File: src/source/cache_pkg.sv
package cache_pkg;

	// **************************************************
	// geometry
	// **************************************************
	localparam int addr_w          = 16; // processor address width, byte addressed
	localparam int data_w          = 16; // one processor word
	localparam int tag_w           = 8;  // address bits [15:8]
	localparam int index_w         = 4;  // address bits [7:4], picks one of the lines
	localparam int offset_w        = 3;  // address bits [3:1], word inside a block
	localparam int num_lines       = 16; // direct mapped, one block per line
	localparam int words_per_block = 8;  // 16 byte block

	// **************************************************
	// address and storage layouts
	// **************************************************

	// the byte address split into its cache fields, msb first
	typedef struct packed {
		logic [tag_w-1:0]    tag;      // compared against the stored tag
		logic [index_w-1:0]  index;    // selects the line
		logic [offset_w-1:0] offset;   // selects the word in the block
		logic                byte_sel; // ignored, only word loads exist
	} cache_addr_t;

	// one entry of the tag store
	typedef struct packed {
		logic             valid; // line holds a complete block
		logic [tag_w-1:0] tag;   // tag of the block held in the line
	} tag_entry_t;

	// **************************************************
	// port payloads
	// **************************************************
	typedef struct packed {
		cache_addr_t addr; // load address from the processor
	} cache_req_t;

	typedef struct packed {
		logic [data_w-1:0] data; // loaded word
		logic              hit;  // set when the first lookup found the block
	} cache_rsp_t;

	typedef struct packed {
		logic              read; // memory takes a read on every cycle this is high
		logic [addr_w-1:0] addr; // word aligned read address
	} mem_req_t;

	typedef struct packed {
		logic              valid; // one returned word, in request order
		logic [data_w-1:0] data;
	} mem_rsp_t;

	// **************************************************
	// state encodings
	// **************************************************
	typedef enum logic [1:0] {lk_idle, lk_compare, lk_fill, lk_respond} lookup_state_t;

	typedef enum logic [1:0] {fill_idle, fill_active, fill_done} fill_state_t;

endpackage

File: src/source/cache_tag_store.sv
`timescale 1ns/1ps

module cache_tag_store (
	input  logic                   clk,
	input  logic                   rst,
	input  logic                   rd_en,           // lookup read strobe
	input  cache_pkg::cache_addr_t rd_addr,         // only the index field is used here
	output cache_pkg::tag_entry_t  rd_entry,        // entry of the read index, one cycle later
	input  logic                   write_tag_array, // fill FSM installs a tag
	input  cache_pkg::cache_addr_t base_addr        // block address of the current fill
);

	// one valid bit per line, set once its block is complete
	logic [cache_pkg::num_lines-1:0] valid_bits;

	// tag of the block held in each line
	logic [cache_pkg::tag_w-1:0] tag_mem [cache_pkg::num_lines];

	// **************************************************
	// fill write port
	// **************************************************

	always_ff @(posedge clk) begin
		if (rst) begin
			valid_bits <= '0; // every line starts out empty
		end else if (write_tag_array) begin
			valid_bits[base_addr.index] <= 1'b1; // block is now complete in the data store
		end
	end

	always_ff @(posedge clk) begin
		if (write_tag_array) begin
			tag_mem[base_addr.index] <= base_addr.tag; // tag goes in with the valid bit
		end
	end

	// **************************************************
	// lookup read port
	// **************************************************

	// registered read so the tag arrives alongside the data store word
	always_ff @(posedge clk) begin
		if (rd_en) begin
			rd_entry.valid <= valid_bits[rd_addr.index];
			rd_entry.tag   <= tag_mem[rd_addr.index];
		end
	end

	// the lookup only reads while no fill is writing this line, since a read of a line under
	// fill would see a stale valid bit and report a bogus hit or miss
	assert property (@(posedge clk) disable iff (rst)
		!(rd_en && write_tag_array && (rd_addr.index == base_addr.index)))
	else $error("tag store read and write collide on index %0d", rd_addr.index);

endmodule

File: src/source/cache_data_store.sv
`timescale 1ns/1ps

module cache_data_store (
	input  logic                          clk,
	input  logic                          rd_en,                    // lookup read strobe
	input  cache_pkg::cache_addr_t        rd_addr,                  // index and word offset
	output logic [cache_pkg::data_w-1:0]  rd_data,                  // word, one cycle after rd_en
	input  logic                          write_data_array,         // one returned memory word
	input  cache_pkg::cache_addr_t        base_addr,                // block being filled
	input  logic [cache_pkg::offset_w-1:0] cache_write_block_offset, // word slot for wr_data
	input  logic [cache_pkg::data_w-1:0]  wr_data                   // straight from the memory bus
);

	// flat word address is {line index, word offset}
	localparam int word_addr_w = cache_pkg::index_w + cache_pkg::offset_w;

	// **************************************************
	// storage
	// **************************************************

	// 16 lines of 8 words, contents are only trusted behind a valid tag
	logic [cache_pkg::data_w-1:0] data_mem [cache_pkg::num_lines * cache_pkg::words_per_block];

	logic [word_addr_w-1:0] rd_word; // word picked by the lookup
	logic [word_addr_w-1:0] wr_word; // word picked by the fill

	assign rd_word = {rd_addr.index, rd_addr.offset};
	assign wr_word = {base_addr.index, cache_write_block_offset}; // fill counts words in order

	// **************************************************
	// write port
	// **************************************************

	// the fill FSM raises the strobe once per returned word
	always_ff @(posedge clk) begin
		if (write_data_array) begin
			data_mem[wr_word] <= wr_data;
		end
	end

	// **************************************************
	// read port
	// **************************************************

	// registered read that lines up with the tag store output
	// the lookup never reads a line while it is being filled, so there is no
	// read during write ordering to worry about
	always_ff @(posedge clk) begin
		if (rd_en) begin
			rd_data <= data_mem[rd_word]; // held until the next read strobe
		end
	end

endmodule

File: src/source/cache_fill_fsm.sv
`timescale 1ns/1ps

module cache_fill_fsm (
	input  logic                           clk,
	input  logic                           rst,
	input  logic                           miss_detected,            // one cycle pulse from lookup
	input  cache_pkg::cache_addr_t         miss_addr,                // address that missed
	output cache_pkg::mem_req_t            mem_req,                  // word reads to memory
	input  cache_pkg::mem_rsp_t            mem_rsp,                  // words back, in order
	output logic                           write_data_array,         // data store write strobe
	output logic [cache_pkg::offset_w-1:0] cache_write_block_offset, // word slot being written
	output logic                           write_tag_array,          // closes the fill
	output cache_pkg::cache_addr_t         base_addr,                // block aligned miss address
	output logic                           fsm_busy                  // holds the lookup off
);

	// last word offset of a block, shared by both counters
	localparam logic [cache_pkg::offset_w-1:0] last_word =
		cache_pkg::offset_w'(cache_pkg::words_per_block - 1);

	cache_pkg::fill_state_t state; // active while reads go out, done while words still return

	logic [cache_pkg::offset_w-1:0] rd_cnt; // word offset of the next memory read
	logic [cache_pkg::offset_w-1:0] wr_cnt; // word offset of the next returning word
	logic                           finish_write; // eighth word arrives this cycle
	cache_pkg::cache_addr_t         rd_word_addr; // base plus read offset

	// **************************************************
	// state and counters
	// **************************************************

	assign finish_write = write_data_array && (wr_cnt == last_word);

	always_ff @(posedge clk) begin
		if (rst) begin
			state  <= cache_pkg::fill_idle;
			rd_cnt <= '0;
			wr_cnt <= '0;
		end else begin
			case (state)
				cache_pkg::fill_idle: begin
					if (miss_detected) begin
						state  <= cache_pkg::fill_active; // reads start next cycle
						rd_cnt <= '0;
						wr_cnt <= '0;
					end
				end
				cache_pkg::fill_active: begin
					rd_cnt <= rd_cnt + 1'b1; // one read per cycle, memory never stalls
					if (rd_cnt == last_word) begin
						state <= cache_pkg::fill_done; // all eight reads are out
					end
				end
				default: ; // fill_done just waits for the returns
			endcase

			// returns are counted in both busy states, memory latency is unknown
			if (write_data_array) begin
				wr_cnt <= wr_cnt + 1'b1; // wraps back to zero on the eighth word
			end
			if (finish_write) begin
				state <= cache_pkg::fill_idle; // busy drops the cycle after the tag write
			end
		end
	end

	// latch the block base once per miss, word and byte bits cleared
	always_ff @(posedge clk) begin
		if ((state == cache_pkg::fill_idle) && miss_detected) begin
			base_addr.tag      <= miss_addr.tag;
			base_addr.index    <= miss_addr.index;
			base_addr.offset   <= '0;
			base_addr.byte_sel <= 1'b0;
		end
	end

	// **************************************************
	// outputs
	// **************************************************

	always_comb begin
		rd_word_addr        = base_addr;
		rd_word_addr.offset = rd_cnt; // base, base+2, ... base+14
	end

	assign mem_req.read = (state == cache_pkg::fill_active); // exactly eight cycles
	assign mem_req.addr = rd_word_addr;

	assign fsm_busy                 = (state != cache_pkg::fill_idle);
	assign write_data_array         = fsm_busy && mem_rsp.valid; // wr_data is the bus itself
	assign cache_write_block_offset = wr_cnt;
	assign write_tag_array          = finish_write; // same cycle as the last data write

	// memory only answers reads this FSM issued
	assert property (@(posedge clk) disable iff (rst)
		mem_rsp.valid |-> (state != cache_pkg::fill_idle))
	else $error("memory returned a word with no fill in progress");

	// the lookup holds one request and waits out the fill before a new miss
	assert property (@(posedge clk) disable iff (rst) miss_detected |-> !fsm_busy)
	else $error("miss reported while a fill is still running");

endmodule

File: src/source/cache_lookup.sv
`timescale 1ns/1ps

module cache_lookup (
	input  logic                          clk,
	input  logic                          rst,
	input  logic                          req_valid,
	input  cache_pkg::cache_req_t         req,
	output logic                          req_ready,     // only open in lk_idle
	output logic                          rsp_valid,
	output cache_pkg::cache_rsp_t         rsp,
	input  logic                          rsp_ready,
	output logic                          rd_en,         // read strobe to both stores
	output cache_pkg::cache_addr_t        rd_addr,
	input  cache_pkg::tag_entry_t         rd_entry,      // tag store result
	input  logic [cache_pkg::data_w-1:0]  rd_data,       // data store result
	output logic                          miss_detected, // starts a fill
	output cache_pkg::cache_addr_t        miss_addr,
	input  logic                          fsm_busy       // fill still running
);

	cache_pkg::lookup_state_t state;

	cache_pkg::cache_req_t req_q;     // request held until its response is taken
	logic                  rd_pend;   // store read issued, results visible this cycle
	logic                  first_try; // cleared once the request has missed
	logic                  tag_hit;   // valid entry with a matching tag

	// **************************************************
	// store access and compare
	// **************************************************

	// the read goes out the cycle after acceptance, or as soon as the fill lets go
	assign rd_en   = ((state == cache_pkg::lk_compare) && !rd_pend) ||
	                 ((state == cache_pkg::lk_fill) && !fsm_busy);
	assign rd_addr = req_q.addr; // both stores see the same address

	assign tag_hit = rd_entry.valid && (rd_entry.tag == req_q.addr.tag);

	// a single cycle pulse because the state leaves lk_compare on the same edge
	assign miss_detected = (state == cache_pkg::lk_compare) && rd_pend && !tag_hit;
	assign miss_addr     = req_q.addr;

	assign req_ready = (state == cache_pkg::lk_idle);
	assign rsp_valid = (state == cache_pkg::lk_respond);

	// **************************************************
	// request and response sequencing
	// **************************************************

	always_ff @(posedge clk) begin
		if (rst) begin
			state     <= cache_pkg::lk_idle;
			rd_pend   <= 1'b0;
			first_try <= 1'b0;
		end else begin
			if (rd_en) rd_pend <= 1'b1; // results come back on the next cycle
			case (state)
				cache_pkg::lk_idle: begin
					if (req_valid) begin
						state     <= cache_pkg::lk_compare;
						rd_pend   <= 1'b0;
						first_try <= 1'b1;
					end
				end
				cache_pkg::lk_compare: begin
					if (rd_pend) begin
						state <= tag_hit ? cache_pkg::lk_respond : cache_pkg::lk_fill;
						if (!tag_hit) first_try <= 1'b0; // the replay reports a miss
					end
				end
				cache_pkg::lk_fill: begin
					// fsm_busy is already high on the first cycle here
					if (!fsm_busy) state <= cache_pkg::lk_compare; // replay, read issued now
				end
				default: begin
					if (rsp_ready) state <= cache_pkg::lk_idle; // response taken
				end
			endcase
		end
	end

	// payload registers, no reset needed
	always_ff @(posedge clk) begin
		if (req_ready && req_valid) req_q <= req;
		if ((state == cache_pkg::lk_compare) && rd_pend && tag_hit) begin
			rsp.data <= rd_data;
			rsp.hit  <= first_try; // hit only if no fill was needed
		end
	end

	// a stalled response must not change under the processor
	assert property (@(posedge clk) disable iff (rst)
		(rsp_valid && !rsp_ready) |=> (rsp_valid && $stable(rsp)))
	else $error("response changed while stalled");

endmodule

File: src/source/cache_top.sv
`timescale 1ns/1ps

module cache_top (
	input  logic                  clk,
	input  logic                  rst,
	input  logic                  req_valid,
	input  cache_pkg::cache_req_t req,
	output logic                  req_ready,
	output logic                  rsp_valid,
	output cache_pkg::cache_rsp_t rsp,
	input  logic                  rsp_ready,
	output cache_pkg::mem_req_t   mem_req,  // block reads during a fill
	input  cache_pkg::mem_rsp_t   mem_rsp   // returned words
);

	// **************************************************
	// lookup to store and fill wiring
	// **************************************************
	logic                           rd_en;
	cache_pkg::cache_addr_t         rd_addr;
	cache_pkg::tag_entry_t          rd_entry;
	logic [cache_pkg::data_w-1:0]   rd_data;
	logic                           miss_detected;
	cache_pkg::cache_addr_t         miss_addr;
	logic                           fsm_busy;
	logic                           write_data_array;
	logic                           write_tag_array;
	logic [cache_pkg::offset_w-1:0] cache_write_block_offset;
	cache_pkg::cache_addr_t         base_addr;

	cache_lookup cache_lookup_inst (
		.clk, .rst, .req_valid, .req, .req_ready, .rsp_valid, .rsp, .rsp_ready,
		.rd_en, .rd_addr, .rd_entry, .rd_data, .miss_detected, .miss_addr, .fsm_busy
	);

	// both stores read side by side on the same strobe
	cache_tag_store cache_tag_store_inst (
		.clk, .rst, .rd_en, .rd_addr, .rd_entry, .write_tag_array, .base_addr
	);

	cache_data_store cache_data_store_inst (
		.clk, .rd_en, .rd_addr, .rd_data, .write_data_array, .base_addr,
		.cache_write_block_offset,
		.wr_data (mem_rsp.data) // fill words go straight in from the bus
	);

	cache_fill_fsm cache_fill_fsm_inst (
		.clk, .rst, .miss_detected, .miss_addr, .mem_req, .mem_rsp, .write_data_array,
		.cache_write_block_offset, .write_tag_array, .base_addr, .fsm_busy
	);

endmodule

File: config.mk
export PLATFORM = sky130hd
export DESIGN_NAME = cache_top
export DESIGN_NICKNAME = d
export VERILOG_FILES = /design/src/source/cache_pkg.sv /design/src/source/cache_tag_store.sv /design/src/source/cache_data_store.sv /design/src/source/cache_fill_fsm.sv /design/src/source/cache_lookup.sv /design/src/source/cache_top.sv
export SDC_FILE = /design/constraint.sdc
export NUM_CORES = 2
export LEC_CHECK = 0
export BUFFER_PORTS_ARGS = -buffer_cell sky130_fd_sc_hd__buf_2
export CAP_MARGIN = 20
export CORE_UTILIZATION = 40
export DETAILED_ROUTE_END_ITERATION = 12
export GPL_TIMING_DRIVEN = 0
export RECOVER_POWER = 50
export SETUP_SLACK_MARGIN = 0.4
export SLEW_MARGIN = 0
export SYNTH_ARGS = -nofsm -noshare
export SYNTH_HDL_FRONTEND = slang
export SYNTH_SLANG_ARGS = --single-unit
export TNS_END_PERCENT = 10
File: constraint.sdc
create_clock -name clk -period 3.5 [get_ports clk]
set_input_delay 0.525 -clock clk [delete_from_list [all_inputs] [get_ports clk]]
set_output_delay 0.525 -clock clk [all_outputs]
set_load 0.005 [all_outputs]
# Word-level counts from Yosys, hierarchy flattened
# Memory sizes are Yosys's and may differ from the RTL's. A register that Yosys moved wholly into a read port is not among the register bits.
# Index checks and enable logic that the tools add are counted.
[op_classes]
reduce_logical = 29
add_sub_neg = 2
n_bitwise = 1
magnitude_cmp = 3
n_eq_ne = 13
mux = 28
[op_table]
columns = ["op", "count"]
rows = [
  ["16-bit OR", 1],
  ["1-bit 2-to-1 mux", 13],
  ["2-bit 2-to-1 mux", 6],
  ["1-bit logical AND", 11],
  ["4-bit by 5-bit < comparator with 1-bit output, second input constant", 2],
  ["2-bit nonzero test", 5],
  ["3-bit 2-to-1 mux", 3],
  ["8-bit == test", 1],
  ["4-bit AND reduction", 2],
  ["3-bit by 1-bit adder with 3-bit output, second input constant", 2],
  ["3-bit == test, second input constant", 2],
  ["2-bit by 1-bit != test with 1-bit output, second input constant", 3],
  ["2-bit != test, second input constant", 3],
  ["2-bit one-hot mux with 3 select lines", 1],
  ["3-bit one-hot mux with 2 select lines", 1],
  ["1-bit binary-select mux with 4-bit select", 1],
  ["1-bit demux with 4-bit select", 1],
  ["2-bit by 1-bit == test with 1-bit output, second input constant", 2],
  ["2-bit == test, second input constant", 2],
  ["4-bit by 1-bit greater-or-equal comparator with 1-bit output, second input constant", 1],
  ["2-bit zero test", 2],
  ["2-bit one-hot mux with 2 select lines", 1],
  ["2-bit AND reduction", 2],
  ["4-bit nonzero test", 1],
  ["other kinds (5)", 7],
]
[totals]
mem_bits_rw = 2176
out_inout_bits = 36
inputBits = 37
memories = 2
elab_cells = 93
reg_bits = 73
[mem_list]
columns = ["memory", "depth", "width", "read_ports", "rd_ports_with_merged_regs", "wr", "line", "source"]
rows = [
  ["cache_data_store_inst.data_mem", 128, 16, 1, 1, 1, "cache_data_store.sv:22", "logic [cache_pkg::data_w-1:0] data_mem [cache_pkg::num_lines * cache_pkg::words_per_block];"],
  ["cache_tag_store_inst.tag_mem", 16, 8, 1, 1, 1, "cache_tag_store.sv:17", "logic [cache_pkg::tag_w-1:0] tag_mem [cache_pkg::num_lines];"],
]

# Depth between registers and ports, before layout
[depth]
depth_word = 7
mapped_depth = 7

# By module
# From an unflattened synthesis, not the netlist that was laid out.
[unflattened]
cells_unflattened = 3553
hier_area_um2 = 87011.0
[by_module_without_submodules]
columns = ["module", "instances", "seq_area_each_um2", "area_each_um2", "cells_each"]
rows = [
  ["cache_data_store", 1, 61979.4, 78683.0, 3086],
  ["cache_tag_store", 1, 4434.3, 5921.9, 297],
  ["cache_lookup", 1, 1071.0, 1536.5, 98],
  ["cache_fill_fsm", 1, 520.5, 869.6, 72],
]

# Least setup slack after synthesis
# No wires, ideal clock.
[synth_path]
path_kind = "register to register"
startpoint = "register cache_lookup_inst.req_q, in the netlist cache_lookup_inst.miss_addr[1]"
endpoint = "register cache_data_store_inst.rd_data[10] (netlist name), read port of cache_data_store_inst.data_mem, data pin"
synth_period_minus_slack_ns = 2.935
arrival_time_ns = 2.675
required_time_ns = 3.240
stages_incl_launch_ff = 7
setup_slack_ns = 0.565
setup_time_ns = 0.260
path_cell_list = "edfxtp_1 buf_2 buf_1 mux4_2 mux4_2 mux4_2 mux2_2"
[synth_lines]
columns = ["element", "line", "source"]
rows = [
  ["start: declaration", "cache_lookup.sv:23", "cache_pkg::cache_req_t req_q;"],
  ["start signal: assignment", "cache_lookup.sv:84", "if (req_ready && req_valid) req_q <= req;"],
  ["end: declaration", "cache_data_store.sv:7", "output logic [cache_pkg::data_w-1:0] rd_data,"],
]

==> metrics list <==
* Final slew viol count: 946
- Vias in the first global route: 39.6k
- Predominant post-synthesis flop cell: sky130_fd_sc_hd__edfxtp_1
- The Yosys step of the flow raised 0 warnings.
- Setup violations remaining at the end of the flow were counted as 1.
* Wire length of the first global-routing pass: 305000 um
* Number of I/O pins: 73
* CTS H-tree lvls: 4
* Total length of routed met2 wires: 103000 um
* Overall die height: 467 um
- The slowest stage of the critical path is the sky130_fd_sc_hd__mux4_2 cell.
- Required arrival time at the worst endpoint: 4060 ps
* DP Wirelength: 147000 um
- The floorplan step set the die width to 467 um.
- Setup repair after global routing could not meet its margin everywhere.
- Of the available clock period, the critical path in the final layout requires 100%.
* Cell count after placement: 6526
- Wire length on met1: 90100 um
- In this run the worst setup path begins at cache_lookup_inst.miss_addr[1].
* Crit path setup slack, layout: -8.18 ps
- Share of layout cells above drive strength 1: 36.9%
* Outcome: complete, but fails checks
- Layout Area Growth over Synthesis: 17.4%
- Clock skew on the completed layout was measured at 27.5 ps.
- Violated checks: capacitance limit, slew limit, setup timing
* Clock Pin Slew Worst Setup and Hold Paths: 60 ps
- Routed Antenna Nets: 0
- Routed WL per cell: 31.0 um
* Total number of vias: 39.4k
- Global routing finished with a remaining overflow of 0.
- Most instantiated library cell after synthesis: sky130_fd_sc_hd__edfxtp_1
- Clock tree root driver cell: sky130_fd_sc_hd__clkbuf_16
- For this run, the slowest stage of the critical path takes 590 ps.
- CTS Buf Count: 223
* Max_slew headroom: -115%
* Detail-routed via count per cell: 5.65
- Later-pin clock latency in the skew report: 850 ps
- Starting DRC count in detailed routing: 4748
- Top sig layer: met5
* CP delay by family, top: multiplexers
- Entering global routing, the biggest net connects 93 pins.
* Top cell type's share of synthesized area: 78.1%
- Leak: 31.2 nW
- Kind of end point of the critical path: register
* Finished Layout Cells: 6970
- After routing, the total negative slack on setup checks comes to -8.18 ps.
- Counting flops and latches in the post-synthesis netlist gives 2273.
* Initial antenna violation count: 11
- Traced cell by cell, the critical path runs through buf_12 > buf_12 > buf_8 > mux4_2 > mux4_2 > mux4_2 > mux2_2.
- After detailed routing, the number of remaining DRC violations is 0.
- Across the VDD grid, the largest voltage drop is 555 uV.
- Wire length on met3: 16700 um
- Hold Crit Class: in2reg
- Nets: 3983
- Gate Count Post-Synth: 3478
- A synthesized cell averages 24.8 um2.
* Hold_sp: req_valid
- Clock Tree Buf Depth: 3
- The floorplan step defined a die boundary enclosing 218000 um2.
* Worst Hold Slack: 154 ps
- Final cell utilization of the core: 47.3%
- Count of max-cap constraint violations: 18
- Core footprint: 215000 um2
* Total power: 0.0586 W
- Leading post-synthesis cells by instance count: sky130_fd_sc_hd__edfxtp_1 (2245), sky130_fd_sc_hd__mux4_2 (717), sky130_fd_sc_hd__nor2_1 (189)
- Critical Path Most Common Cell: sky130_fd_sc_hd__mux4_2
- The number of nets handed over by synthesis was 3519.
* Final worst path period need: 3510 ps
- Number of buffers inserted by port buffering: 70
- Data on the critical path arrives at its endpoint at 4070 ps.
* Weighted congestion at the end of routability-driven global placement: 0.847
- Worst reg2reg startpoint: cache_lookup_inst.miss_addr[1]
- Final wirelength: 216000 um
- Fillers: 17.1k
- Post-synthesis sequential area ratio: 78.7%
* Initial Util: 40.2%
- Power per unit of standard cell area: 578 nW/um2
- The largest total area in the synthesized netlist belongs to sky130_fd_sc_hd__edfxtp_1.
- After synthesis the cells add up to 86400 um2.
* Critical path fanouts, max: 10
- In the synthesized netlist the async set-or-reset flop fraction comes to 0%.
* Main area contributors after synthesis: sky130_fd_sc_hd__edfxtp_1 (78%), sky130_fd_sc_hd__mux4_2 (19%), sky130_fd_sc_hd__nor2_1 (0.82%)
- Post-synthesis cell type count: 34
- 1st-pass router iterations: 6
- Aggregate global-route resource usage: 20.0%
* Clock tree from TritonCTS: built
- Number of buffers and inverters on the critical path: 3
- Least-Margin Pin Slew: 3220 ps
* Crit path launch type: register
* # clock sinks: 2273
- The final hold violation count is 0.
* Number of rows in the core area: 170
- Derived from the worst setup path, the maximum achievable clock frequency is 0.285 GHz.
- Startpoint-to-endpoint class of the critical path: reg2reg
* EDFF count, synth: 2245
==> tightest hold or removal path, stage by stage <==
cell and delay [ps]:
sky130_fd_sc_hd__buf_2 110, sky130_fd_sc_hd__o21ai_0 140, sky130_fd_sc_hd__a21o_1 110, sky130_fd_sc_hd__a21oi_1 50
==> power breakdown <==
group	internal [W]	leakage, nW	switching, W
sequential	0.0301	20.4	0.0000720
combinational	0.00193	7.27	0.00267
clock	0.0138	3.53	0.0101
==> per-stage QoR <==
step	worst slack [ps]	instance area (um2)
after global routing	-39.4	101000
after detailed placement	-1390	93100
after floorplan	565	86400
final	-8.18	101000
after CTS	40.8	102000
after global placement	-2150	90300
==> cell families (layout without fill, tap and decap cells) <==
group / count (synthesis) / count (layout) / synth area share, %
DFF: 2273 / 2273 / 78.7
adders and majority gates: 4 / 4 / 0.0579
AOI/OAI and AO/OA: 22 / 22 / 0.156
buffers and inverters: 187 / 837 / 0.903
muxes: 734 / 734 / 18.9
xor gates and xnor gates: 8 / 8 / 0.0811
other: 1 / 5 / 0.00434
and+or+nand+nor: 249 / 249 / 1.18
==> final timing paths <==
kind | to | slack (ps) | cells past startpoint
worst max-delay path | cache_data_store_inst.rd_data[15] | -8 | 7
worst min-delay path | cache_lookup_inst.state[0] | 150 | 4
worst max register to register | cache_data_store_inst.rd_data[15] | -8 | 7
worst min register to register | cache_lookup_inst.rsp[12] | 420 | 0
==> final cells by class <==
class                      instances  area [um2]  area share [%]
clock buffer                     270        5840            5.76
timing repair buffer             239        2850            2.81
antenna                            4        10.0         0.00987
buffer                           185        1630            1.61
multi-input combinational       1018       18100            17.9
tap                             2838        3550            3.50
sequential                      2273       68000            67.0
clock inverter                   141        1440            1.42
inverter                           2        7.51         0.00740
==> layer usage <==
layer / global-route usage (%) / vias up
li1: - / 16015
met1: 28.5 / 21514
met2: 31.5 / 1569
met3: 3.78 / 276
met4: 5.67 / 4
met5: 0 / -
==> timing repair <==
item	4_1_cts	5_1_grt
pin swaps	1	2
hold endpoints to repair	19	0
gates resized for setup	282	57
gates cloned	1	0
endpoints found under the setup margin	990	790
buffers inserted	6	1
hold buffers	17	0
==> cell usage in the layout, fill, tap and decap left out, types with 4 or more instances in the layout <==
cell type,n
sky130_fd_sc_hd__edfxtp_1,2245
sky130_fd_sc_hd__mux4_2,717
sky130_fd_sc_hd__clkbuf_16,231
sky130_fd_sc_hd__clkbuf_1,117
sky130_fd_sc_hd__buf_8,115
sky130_fd_sc_hd__nor2_2,113
sky130_fd_sc_hd__nor2_1,56
sky130_fd_sc_hd__clkinv_1,54
sky130_fd_sc_hd__buf_2,53
sky130_fd_sc_hd__clkinv_2,38
sky130_fd_sc_hd__clkbuf_2,33
sky130_fd_sc_hd__dfxtp_1,28
sky130_fd_sc_hd__buf_6,26
sky130_fd_sc_hd__bufinv_16,26
sky130_fd_sc_hd__buf_4,24
sky130_fd_sc_hd__buf_16,23
sky130_fd_sc_hd__clkbuf_4,20
sky130_fd_sc_hd__nor2_4,20
sky130_fd_sc_hd__nand2_1,18
sky130_fd_sc_hd__dlygate4sd3_1,17
sky130_fd_sc_hd__clkbuf_8,16
sky130_fd_sc_hd__mux2_2,15
sky130_fd_sc_hd__buf_12,10
sky130_fd_sc_hd__clkinvlp_4,10
sky130_fd_sc_hd__o21ai_0,9
sky130_fd_sc_hd__xor2_1,7
sky130_fd_sc_hd__nor2b_1,6
sky130_fd_sc_hd__nand3_2,6
sky130_fd_sc_hd__a21oi_1,6
sky130_fd_sc_hd__nor3_1,5
sky130_fd_sc_hd__nand2b_1,5
sky130_fd_sc_hd__diode_2,4
sky130_fd_sc_hd__buf_1,4
sky130_fd_sc_hd__nand3_1,4
sky130_fd_sc_hd__ha_1,4
sky130_fd_sc_hd__inv_6,4
==> sequential cells by signal (all words and copies together) (netlist names) <==
register	count
cache_data_store_inst.rd_data	16
cache_lookup_inst.miss_addr	15
cache_fill_fsm_inst.state	2
cache_lookup_inst.rd_pend	1
cache_tag_store_inst.valid_bits	16
cache_fill_fsm_inst.base_addr	12
cache_fill_fsm_inst.cache_write_block_offset	3
cache_fill_fsm_inst.rd_cnt	3
cache_tag_store_inst.tag_mem	128
cache_data_store_inst.data_mem	2048
cache_lookup_inst.state	2
cache_lookup_inst.first_try	1
cache_tag_store_inst.rd_entry	9
cache_lookup_inst.rsp	17
(Power assumes the default switching activity.)
